File: src/hdl/ringPkg.sv
// ~~~~~~~~~~~~~~~~~~~~~~~~~~~~~~
// shared types and codes for the ring memory path
// field widths, ring operations, access codes, bridge FSM states
// ~~~~~~~~~~~~~~~~~~~~~~~~~~~~~~

package ringPkg;

	// ring slot fields
	typedef logic [15:0]  ringSeqT;   // node id in [15:8], rolling count in [5:0]
	typedef logic [15:0]  ringOpmT;
	typedef logic [31:0]  ringAddrT;  // tile index in [27:4]
	typedef logic [127:0] tileT;
	typedef logic [23:0]  tileTagT;

	// access port
	typedef logic [4:0]   accOpmT;    // [4] store, [3] load, [2:0] size
	typedef logic [1:0]   accOkT;

	// ring operations, response class sits in bits 7:6
	localparam ringOpmT opIdle      = 16'h0000;
	localparam ringOpmT opLoadReq   = 16'h00B0;
	localparam ringOpmT opStoreReq  = 16'h00A0;
	localparam ringOpmT opLoadResp  = 16'h0070;
	localparam ringOpmT opStoreResp = 16'h0060;

	localparam logic [1:0] respClass = 2'b01;  // opm[7:6] of any response

	// access sizes
	localparam logic [2:0] szWord   = 3'b010;  // 32 bits
	localparam logic [2:0] szDouble = 3'b011;  // 64 bits
	localparam logic [2:0] szTile   = 3'b111;  // 128 bits

	// access status
	localparam accOkT okReady = 2'b00;  // no request
	localparam accOkT okDone  = 2'b01;
	localparam accOkT okHold  = 2'b10;  // repeat the same request

	// bridge miss handling
	typedef enum logic [1:0]
	{
		stIdle,
		stWriteBack,
		stFill
	} bridgeStateT;

endpackage

File: src/hdl/tileBridge.sv
// ~~~~~~~~~~~~~~~~~~~~~~~~~~~~~~
// load/store port to ring bridge with a one-tile write-back cache
// hits answer two cycles after the request, misses hold the requester
// ~~~~~~~~~~~~~~~~~~~~~~~~~~~~~~
`timescale 1ns/100ps

module tileBridge #(
	parameter logic [7:0] NODE_ID = 8'h21
)(
	input  logic              clock,
	input  logic              reset,

	input  ringPkg::ringAddrT accAddr,
	input  ringPkg::accOpmT   accOpm,
	input  logic [63:0]       accDataLo,
	input  logic [63:0]       accDataHi,
	output logic [63:0]       accDataOutLo,
	output logic [63:0]       accDataOutHi,
	output ringPkg::accOkT    accOk,

	input  ringPkg::ringSeqT  ringSeqIn,
	input  ringPkg::ringOpmT  ringOpmIn,
	input  ringPkg::ringAddrT ringAddrIn,
	input  ringPkg::tileT     ringDataIn,
	output ringPkg::ringSeqT  ringSeqOut,
	output ringPkg::ringOpmT  ringOpmOut,
	output ringPkg::ringAddrT ringAddrOut,
	output ringPkg::tileT     ringDataOut
);

	import ringPkg::*;

	// registered request
	ringAddrT    reqAddr;
	accOpmT      reqOpm;
	logic [63:0] reqDataLo;
	logic [63:0] reqDataHi;
	logic        skipReq;  // request sampled with the last okDone is stale

	// cached tile
	tileT        tileData;
	tileTagT     tileTag;
	logic        tileValid;
	logic        tileDirty;

	bridgeStateT state;
	logic        sent;     // request of the current state is on the ring
	logic [5:0]  seqCnt;

	tileTagT     reqTag;
	logic        reqActive;
	logic        hit;
	logic        storeHit;
	tileT        storeTile;
	logic [63:0] dataLoNext;
	logic [63:0] dataHiNext;
	accOkT       okNext;

	ringSeqT     mySeq;
	logic        respForUs;
	logic        respMatch;
	logic        slotFree;
	logic        sendNow;
	logic        wbDone;
	logic        fillDone;

	assign reqTag    = reqAddr[27:4];
	assign reqActive = (reqOpm[4:3] != 2'b00) && !skipReq;
	assign hit       = tileValid && (tileTag == reqTag) && (state == stIdle);
	assign storeHit  = reqActive && hit && reqOpm[4];
	assign okNext    = !reqActive ? okReady : (hit ? okDone : okHold);

	// ring side decode
	assign mySeq     = {NODE_ID, 2'b00, seqCnt};
	assign respForUs = (ringOpmIn[7:6] == respClass) && (ringSeqIn[15:8] == NODE_ID);
	assign respMatch = respForUs && (ringSeqIn == mySeq);
	assign slotFree  = (ringOpmIn == opIdle) || respForUs;  // idle or consumed here
	assign sendNow   = slotFree && (state != stIdle) && !sent;
	assign wbDone    = (state == stWriteBack) && sent && respMatch && (ringOpmIn == opStoreResp);
	assign fillDone  = (state == stFill) && sent && respMatch && (ringOpmIn == opLoadResp);

	// load lane select, right aligned and zero filled
	always_comb
	begin
		dataLoNext = '0;
		dataHiNext = '0;
		if (reqActive && hit && reqOpm[3])
		begin
			case (reqOpm[2:0])
				szTile:
				begin
					dataLoNext = tileData[63:0];
					dataHiNext = tileData[127:64];
				end
				szDouble: dataLoNext = tileData[{reqAddr[3], 6'b0} +: 64];
				default:  dataLoNext = {32'h0, tileData[{reqAddr[3:2], 5'b0} +: 32]};
			endcase
		end
	end

	// store merge into the tile
	always_comb
	begin
		storeTile = tileData;
		case (reqOpm[2:0])
			szTile:   storeTile = {reqDataHi, reqDataLo};
			szDouble: storeTile[{reqAddr[3], 6'b0} +: 64] = reqDataLo;
			default:  storeTile[{reqAddr[3:2], 5'b0} +: 32] = reqDataLo[31:0];
		endcase
	end

	// access side registers
	always_ff @(posedge clock)
	begin
		reqAddr      <= accAddr;
		reqDataLo    <= accDataLo;
		reqDataHi    <= accDataHi;
		accDataOutLo <= dataLoNext;
		accDataOutHi <= dataHiNext;
		if (reset)
		begin
			reqOpm  <= '0;
			skipReq <= 1'b0;
			accOk   <= okReady;
		end
		else
		begin
			reqOpm  <= accOpm;
			skipReq <= (okNext == okDone);
			accOk   <= okNext;
		end
	end

	// miss handling FSM
	always_ff @(posedge clock)
	begin
		if (reset)
		begin
			state     <= stIdle;
			sent      <= 1'b0;
			seqCnt    <= '0;
			tileValid <= 1'b0;
			tileDirty <= 1'b0;
		end
		else
		begin
			case (state)
				stIdle:
				begin
					if (storeHit)
						tileDirty <= 1'b1;
					else if (reqActive && !hit)
					begin
						state <= tileDirty ? stWriteBack : stFill;
						sent  <= 1'b0;
					end
				end
				stWriteBack:
				begin
					if (sendNow)
						sent <= 1'b1;
					else if (wbDone)
					begin
						state  <= stFill;
						sent   <= 1'b0;
						seqCnt <= seqCnt + 6'd1;
					end
				end
				default:
				begin
					if (sendNow)
						sent <= 1'b1;
					else if (fillDone)
					begin
						state     <= stIdle;
						tileValid <= 1'b1;
						tileDirty <= 1'b0;
						seqCnt    <= seqCnt + 6'd1;
					end
				end
			endcase
		end
	end

	// tile contents, no reset
	always_ff @(posedge clock)
	begin
		if (storeHit)
			tileData <= storeTile;
		else if (fillDone)
		begin
			tileData <= ringDataIn;
			tileTag  <= ringAddrIn[27:4];
		end
	end

	// ring stop, one register stage
	always_ff @(posedge clock)
	begin
		if (reset)
		begin
			ringSeqOut  <= '0;
			ringOpmOut  <= opIdle;
			ringAddrOut <= '0;
			ringDataOut <= '0;
		end
		else if (sendNow)
		begin
			ringSeqOut <= mySeq;
			if (state == stWriteBack)
			begin
				ringOpmOut  <= opStoreReq;
				ringAddrOut <= {4'h0, tileTag, 4'h0};  // write back the old tile
				ringDataOut <= tileData;
			end
			else
			begin
				ringOpmOut  <= opLoadReq;
				ringAddrOut <= {4'h0, reqTag, 4'h0};
				ringDataOut <= '0;
			end
		end
		else if (respForUs)
		begin
			ringSeqOut  <= '0;  // consumed, leave an empty slot
			ringOpmOut  <= opIdle;
			ringAddrOut <= '0;
			ringDataOut <= '0;
		end
		else
		begin
			ringSeqOut  <= ringSeqIn;
			ringOpmOut  <= ringOpmIn;
			ringAddrOut <= ringAddrIn;
			ringDataOut <= ringDataIn;
		end
	end

endmodule

File: src/hdl/ringMemory.sv
// ~~~~~~~~~~~~~~~~~~~~~~~~~~~~~~
// ring stop serving tile loads and stores from a block RAM
// each request slot leaves one cycle later as its response
// ~~~~~~~~~~~~~~~~~~~~~~~~~~~~~~
`timescale 1ns/100ps

module ringMemory #(
	parameter int MEM_TILES = 16  // power of two
)(
	input  logic              clock,
	input  logic              reset,

	input  ringPkg::ringSeqT  ringSeqIn,
	input  ringPkg::ringOpmT  ringOpmIn,
	input  ringPkg::ringAddrT ringAddrIn,
	input  ringPkg::tileT     ringDataIn,
	output ringPkg::ringSeqT  ringSeqOut,
	output ringPkg::ringOpmT  ringOpmOut,
	output ringPkg::ringAddrT ringAddrOut,
	output ringPkg::tileT     ringDataOut
);

	import ringPkg::*;

	localparam int IDX_W = $clog2(MEM_TILES);

	tileT             mem [MEM_TILES];
	logic [IDX_W-1:0] memIdx;
	logic             isLoad;
	logic             isStore;

	tileT             memRead;   // synchronous read port
	tileT             slotData;  // data of forwarded or store slots
	logic             wasLoad;

	// address wraps modulo the memory size
	assign memIdx  = ringAddrIn[4 +: IDX_W];
	assign isLoad  = (ringOpmIn == opLoadReq);
	assign isStore = (ringOpmIn == opStoreReq);

	// RAM array
	always_ff @(posedge clock)
	begin
		if (isStore)
			mem[memIdx] <= ringDataIn;
		memRead <= mem[memIdx];  // read before write
	end

	// slot register
	always_ff @(posedge clock)
	begin
		if (reset)
		begin
			ringSeqOut  <= '0;
			ringOpmOut  <= opIdle;
			ringAddrOut <= '0;
			slotData    <= '0;
			wasLoad     <= 1'b0;
		end
		else
		begin
			ringSeqOut  <= ringSeqIn;  // sequence routes the reply home
			ringAddrOut <= ringAddrIn;
			slotData    <= ringDataIn;  // store reply carries the old slot data
			wasLoad     <= isLoad;
			if (isLoad)
				ringOpmOut <= opLoadResp;
			else if (isStore)
				ringOpmOut <= opStoreResp;
			else
				ringOpmOut <= ringOpmIn;
		end
	end

	// load replies take the RAM output
	assign ringDataOut = wasLoad ? memRead : slotData;

endmodule

File: src/hdl/ringMemTop.sv
// ~~~~~~~~~~~~~~~~~~~~~~~~~~~~~~
// top level, two-stop ring of bridge and tile memory
// requester attaches to the access port
// ~~~~~~~~~~~~~~~~~~~~~~~~~~~~~~
`timescale 1ns/100ps

module ringMemTop #(
	parameter logic [7:0] NODE_ID   = 8'h21,
	parameter int         MEM_TILES = 16
)(
	input  logic              clock,
	input  logic              reset,

	input  ringPkg::ringAddrT accAddr,
	input  ringPkg::accOpmT   accOpm,
	input  logic [63:0]       accDataLo,
	input  logic [63:0]       accDataHi,
	output logic [63:0]       accDataOutLo,
	output logic [63:0]       accDataOutHi,
	output ringPkg::accOkT    accOk
);

	import ringPkg::*;

	// bridge to memory
	ringSeqT  fwdSeq;
	ringOpmT  fwdOpm;
	ringAddrT fwdAddr;
	tileT     fwdData;

	// memory back to bridge
	ringSeqT  retSeq;
	ringOpmT  retOpm;
	ringAddrT retAddr;
	tileT     retData;

	tileBridge #(
		.NODE_ID (NODE_ID)
	) u_bridge (
		.clock        (clock),
		.reset        (reset),
		.accAddr      (accAddr),
		.accOpm       (accOpm),
		.accDataLo    (accDataLo),
		.accDataHi    (accDataHi),
		.accDataOutLo (accDataOutLo),
		.accDataOutHi (accDataOutHi),
		.accOk        (accOk),
		.ringSeqIn    (retSeq),
		.ringOpmIn    (retOpm),
		.ringAddrIn   (retAddr),
		.ringDataIn   (retData),
		.ringSeqOut   (fwdSeq),
		.ringOpmOut   (fwdOpm),
		.ringAddrOut  (fwdAddr),
		.ringDataOut  (fwdData)
	);

	ringMemory #(
		.MEM_TILES (MEM_TILES)
	) u_memory (
		.clock       (clock),
		.reset       (reset),
		.ringSeqIn   (fwdSeq),
		.ringOpmIn   (fwdOpm),
		.ringAddrIn  (fwdAddr),
		.ringDataIn  (fwdData),
		.ringSeqOut  (retSeq),
		.ringOpmOut  (retOpm),
		.ringAddrOut (retAddr),
		.ringDataOut (retData)
	);

endmodule

File: config.mk
export PLATFORM = sky130hd
export DESIGN_NAME = ringMemTop
export DESIGN_NICKNAME = d
export VERILOG_FILES = /design/src/hdl/ringPkg.sv /design/src/hdl/tileBridge.sv /design/src/hdl/ringMemory.sv /design/src/hdl/ringMemTop.sv
export SDC_FILE = /design/constraint.sdc
export NUM_CORES = 2
export LEC_CHECK = 0
export BUFFER_PORTS_ARGS = -buffer_cell sky130_fd_sc_hd__buf_2
export CAP_MARGIN = 40
export CORE_AREA = 2 2 604 606
export CTS_CLUSTER_SIZE = 20
export DETAILED_ROUTE_END_ITERATION = 16
export DIE_AREA = 0 0 606 608
export PLACE_DENSITY_LB_ADDON = 0.08
export SETUP_SLACK_MARGIN = 0.5
export SYNTH_ARGS = -nofsm -noshare
export SYNTH_HDL_FRONTEND = slang
export SYNTH_SLANG_ARGS = --single-unit
export TNS_END_PERCENT = 30
File: constraint.sdc
create_clock -name clock -period 17 [get_ports clock]
set_input_delay 2.55 -clock clock [delete_from_list [all_inputs] [get_ports clock]]
set_output_delay 2.55 -clock clock [all_outputs]
set_load 0.005 [all_outputs]
==> flow_summary_export.csv <==
group,metric,value,unit
final_layout,fin_area,129000,um^2
grt,grt_pass1_wl,517000,um
synth,ys_types,56,
flow_run,cap_viol_max_count,0,
drt,drt_wl_total,382000,um
timing,fin_worst_skew,0.0761,ns
clock_network,h-tree-depth,5,
grt,antenna_found_initial,42,
drt,postRouteAntennaNets,0,
synth,synth_nets,5707,
floorplanning,rows,221,
synth,syn_avg_cell_area,19.6,um^2
timing,rsz0062_at_grt,"no",
critical_path,cp_data_required_time,17.56,ns
clock_network,root_buffer,"clkbuf_16",
critical_path,path_cells,"buf_12 > nand2_1 > nor2_4 > buf_4 > buf_4 > buf_4",
synth,synth_warnings,0,
clock_network,cts_resized,0,
floorplanning,die_area,368000,um^2
clock_network,post_cts_buffers,0,
timing,finalCriticalPeriod,5.15,ns
synth,syn_area,108000,um^2
synth,synth_seq_area_share,75.8,%
floorplanning,fp.dieW,606,um
critical_path,cp.arrival,5.70,ns
timing,fin_crit_sh,30.3,%
timing,max_freq,0.194,GHz
critical_path,crit_path_frequent_cell,"buf_4",
synth,synthFlopType,"edfxtp_1",
clock_network,clockBufferDepth,4,
floorplanning,die_h,608,um
critical_path,slowest_delay,0.82,ns
timing,tightestPinTransition,1.10,ns
synth,synth_area_leaders,"edfxtp_1 61%, dfxtp_1 15%, mux4_2 13%, mux2i_1 2.9%, nor2b_1 1.1%",
power_and_ir_drop,p_leak,38.3,nW
synth,syn_inst,5535,
synth,yosysTopAreaCell,"edfxtp_1",
timing,slew_headroom,26.8,%
clock_network,cts_made_buffers,344,
drt,first_pass_iters,8,
final_layout,area_delta_synth_final,18.8,%
grt,first_global_vias,58400,
clock_network,postCtsHoldBufs,0,
final_layout,drive_above_1_share,27.2,%
synth,yosysMostFrequentCell,"edfxtp_1",
critical_path,slowest_stage,"buf_4",
synth,netlist_top_cells_count,"2,200 x edfxtp_1, 798 x dfxtp_1, 640 x mux4_2",
worst_hold_path,hold_path_class,"flop to flop",
final_layout,nFillCells,34000,
place,dp_hpwl,224000,um
place,gp_congestion,0.769,
place,postPlaceCellArea,117000,um^2
drt,drc,0,
drt,wl_per_cell,34.1,um
drt,num_vias,56800,
floorplanning,ios,297,
critical_path,crit_fanout,62,
floorplanning,core_area,362000,um^2
drt,drtIter0Drc,5576,
final_layout,multi_input_area,24900,um^2
synth,synth_seq_cells,2998,
floorplanning,initial_utilization,29.9,%
clock_network,clock_latency,0.95,ns
critical_path,crit_path_start_kind,"flop",
critical_path,cp-end-kind,"flop",
synth,synth-edff-count,2200,
grt,grt_max_degree,99,
drt,via_per_inst,5.07,
place,portBuffers,290,
synth,yosysTopAreaCellShare,61.0,%
timing,final_max_slew_viol_count,0,
timing,hold_violations,0,
clock_network,clock_sink_count,2998,
final_layout,final-seq-area,82100,um^2
final_layout,nets,6204,
timing,setup_tns,0,ns
timing,setup_viol,0,
critical_path,critPathKind,"flop to flop",
clock_network,path_clk_slew,0.06,ns
power_and_ir_drop,peakVddDrop,0.0752,mV
power_and_ir_drop,p_per_area,122,nW/um^2
grt,track_usage,20.5,%
place,dp_worst_setup_slack,11.56,ns
grt,grt_overflow,0,
clock_network,cts_tree,"yes",
outcome,status,"finished, final reports clean",
synth,async_reset_ff_share,0,%
timing,fin_ws,11.85,ns
## final timing paths
| kind | depth (start not counted) | endpoint | start | slack [ns] |
|---|---|---|---|---|
| min reg2reg | 0 | u_bridge.tileTag[1]$_DFFE_PP_ | u_memory.ringAddrOut[5]$_SDFF_PP0_ | 0.43 |
| min | 0 | u_bridge.tileTag[1]$_DFFE_PP_ | u_memory.ringAddrOut[5]$_SDFF_PP0_ | 0.43 |
| max | 6 | u_memory.mem[5][100]$_DFFE_PP_ | u_bridge.ringAddrOut[6]$_SDFF_PP0_ | 11.85 |
| max reg2reg | 6 | u_memory.mem[5][100]$_DFFE_PP_ | u_bridge.ringAddrOut[6]$_SDFF_PP0_ | 11.85 |
## per-stage QoR
stage / utilization, % / power (mW) / std cells / hold slack, ns
global route: 35.6 / 16.3 / 11200 / 0.436
finish: 35.6 / 15.7 / 11200 / 0.426
global placement: 32.1 / 8.50 / 10400 / 0.411
floorplan: - / 8.28 / 5535 / 0.408
CTS: 35.5 / 16.0 / 11100 / 0.426
detailed placement: 32.4 / 8.52 / 10500 / 0.415
## registers in the layout, summed over array words and instances, names as in the netlist, 5 cells and up
| signal | flops |
|---|---|
| u_bridge.ringSeqOut | 16 |
| u_memory.mem | 2048 |
| u_bridge.reqDataLo | 64 |
| u_memory.ringSeqOut | 16 |
| u_bridge.reqOpm | 5 |
| u_bridge.reqAddr | 26 |
| u_bridge.tileTag | 24 |
| u_bridge.accDataOutHi | 64 |
| u_bridge.accDataOutLo | 64 |
| u_bridge.ringAddrOut | 24 |
| u_bridge.seqCnt | 6 |
| u_memory.ringAddrOut | 24 |
| u_bridge.ringDataOut | 128 |
| u_bridge.ringOpmOut | 16 |
| u_bridge.tileData | 128 |
| u_memory.memRead | 128 |
| u_bridge.reqDataHi | 64 |
| u_memory.slotData | 128 |
| u_memory.ringOpmOut | 16 |
## routing by layer
layer | share of wire (%) | vias up | track usage [%]
li1 | - | 23300 | -
met3 | 4.5 | 494 | 2.67
met2 | 49 | 1700 | 34.1
met4 | 4.2 | 2 | 8.19
met5 | 0.0039 | - | 0
met1 | 42 | 31300 | 27.0
## cell families after synthesis
kind of cell               Yosys count  synth area share (%)
buffers and inverters              406                  1.50
muxes                              985                  16.5
and+or+nand+nor                    658                  3.04
xor gates and xnor gates            30                 0.243
DFF                               2998                  75.8
adders and majority gates            5                0.0578
AOI/OAI and AO/OA                  453                  2.85
## report_power, final
part	switching, mW	internal, mW	total [mW]	leakage, nW
logic	0.281	0.196	0.477	9.72
registers	0.0648	7.81	7.88	23.1
clock network	3.03	4.36	7.40	5.51
## placed cells by master (no fill, tap or decap), types with 16 or more instances in the layout
cell type  count
clkinv_2      55
nor2b_1      187
dfxtp_1      791
buf_4        123
xnor2_1       30
and3_1        27
diode_2       96
buf_8         19
a222oi_1      95
nand2_1      269
clkbuf_8      47
mux2i_1      313
clkinv_1      23
buf_12        27
nand3_1       19
inv_1         72
nor2_4        17
bufinv_16     19
a21oi_1       75
o21ai_0      150
buf_16        24
mux4_2       640
mux2_2        32
clkbuf_1     108
buf_2        289
nor3_1        66
clkbuf_16    357
a22oi_1       65
o31ai_1       16
edfxtp_1    2200
## cell type report
type / count / area share [%]
inverters: 74 / 0.217
clock buffers: 512 / 7.76
clock inverters: 127 / 0.992
multi-input cells: 2131 / 19.4
repair buffers: 483 / 3.01
well taps: 4794 / 4.66
flip-flops and latches: 2998 / 63.8
diodes: 96 / 0.187
## critical path, delay by kind of cell (launching register included)
kind          cells  cell delay, ns
simple gates      2            1.05
flops             1            0.72
buf+inv           4            2.89
Power figures use the tool's default switching activity.
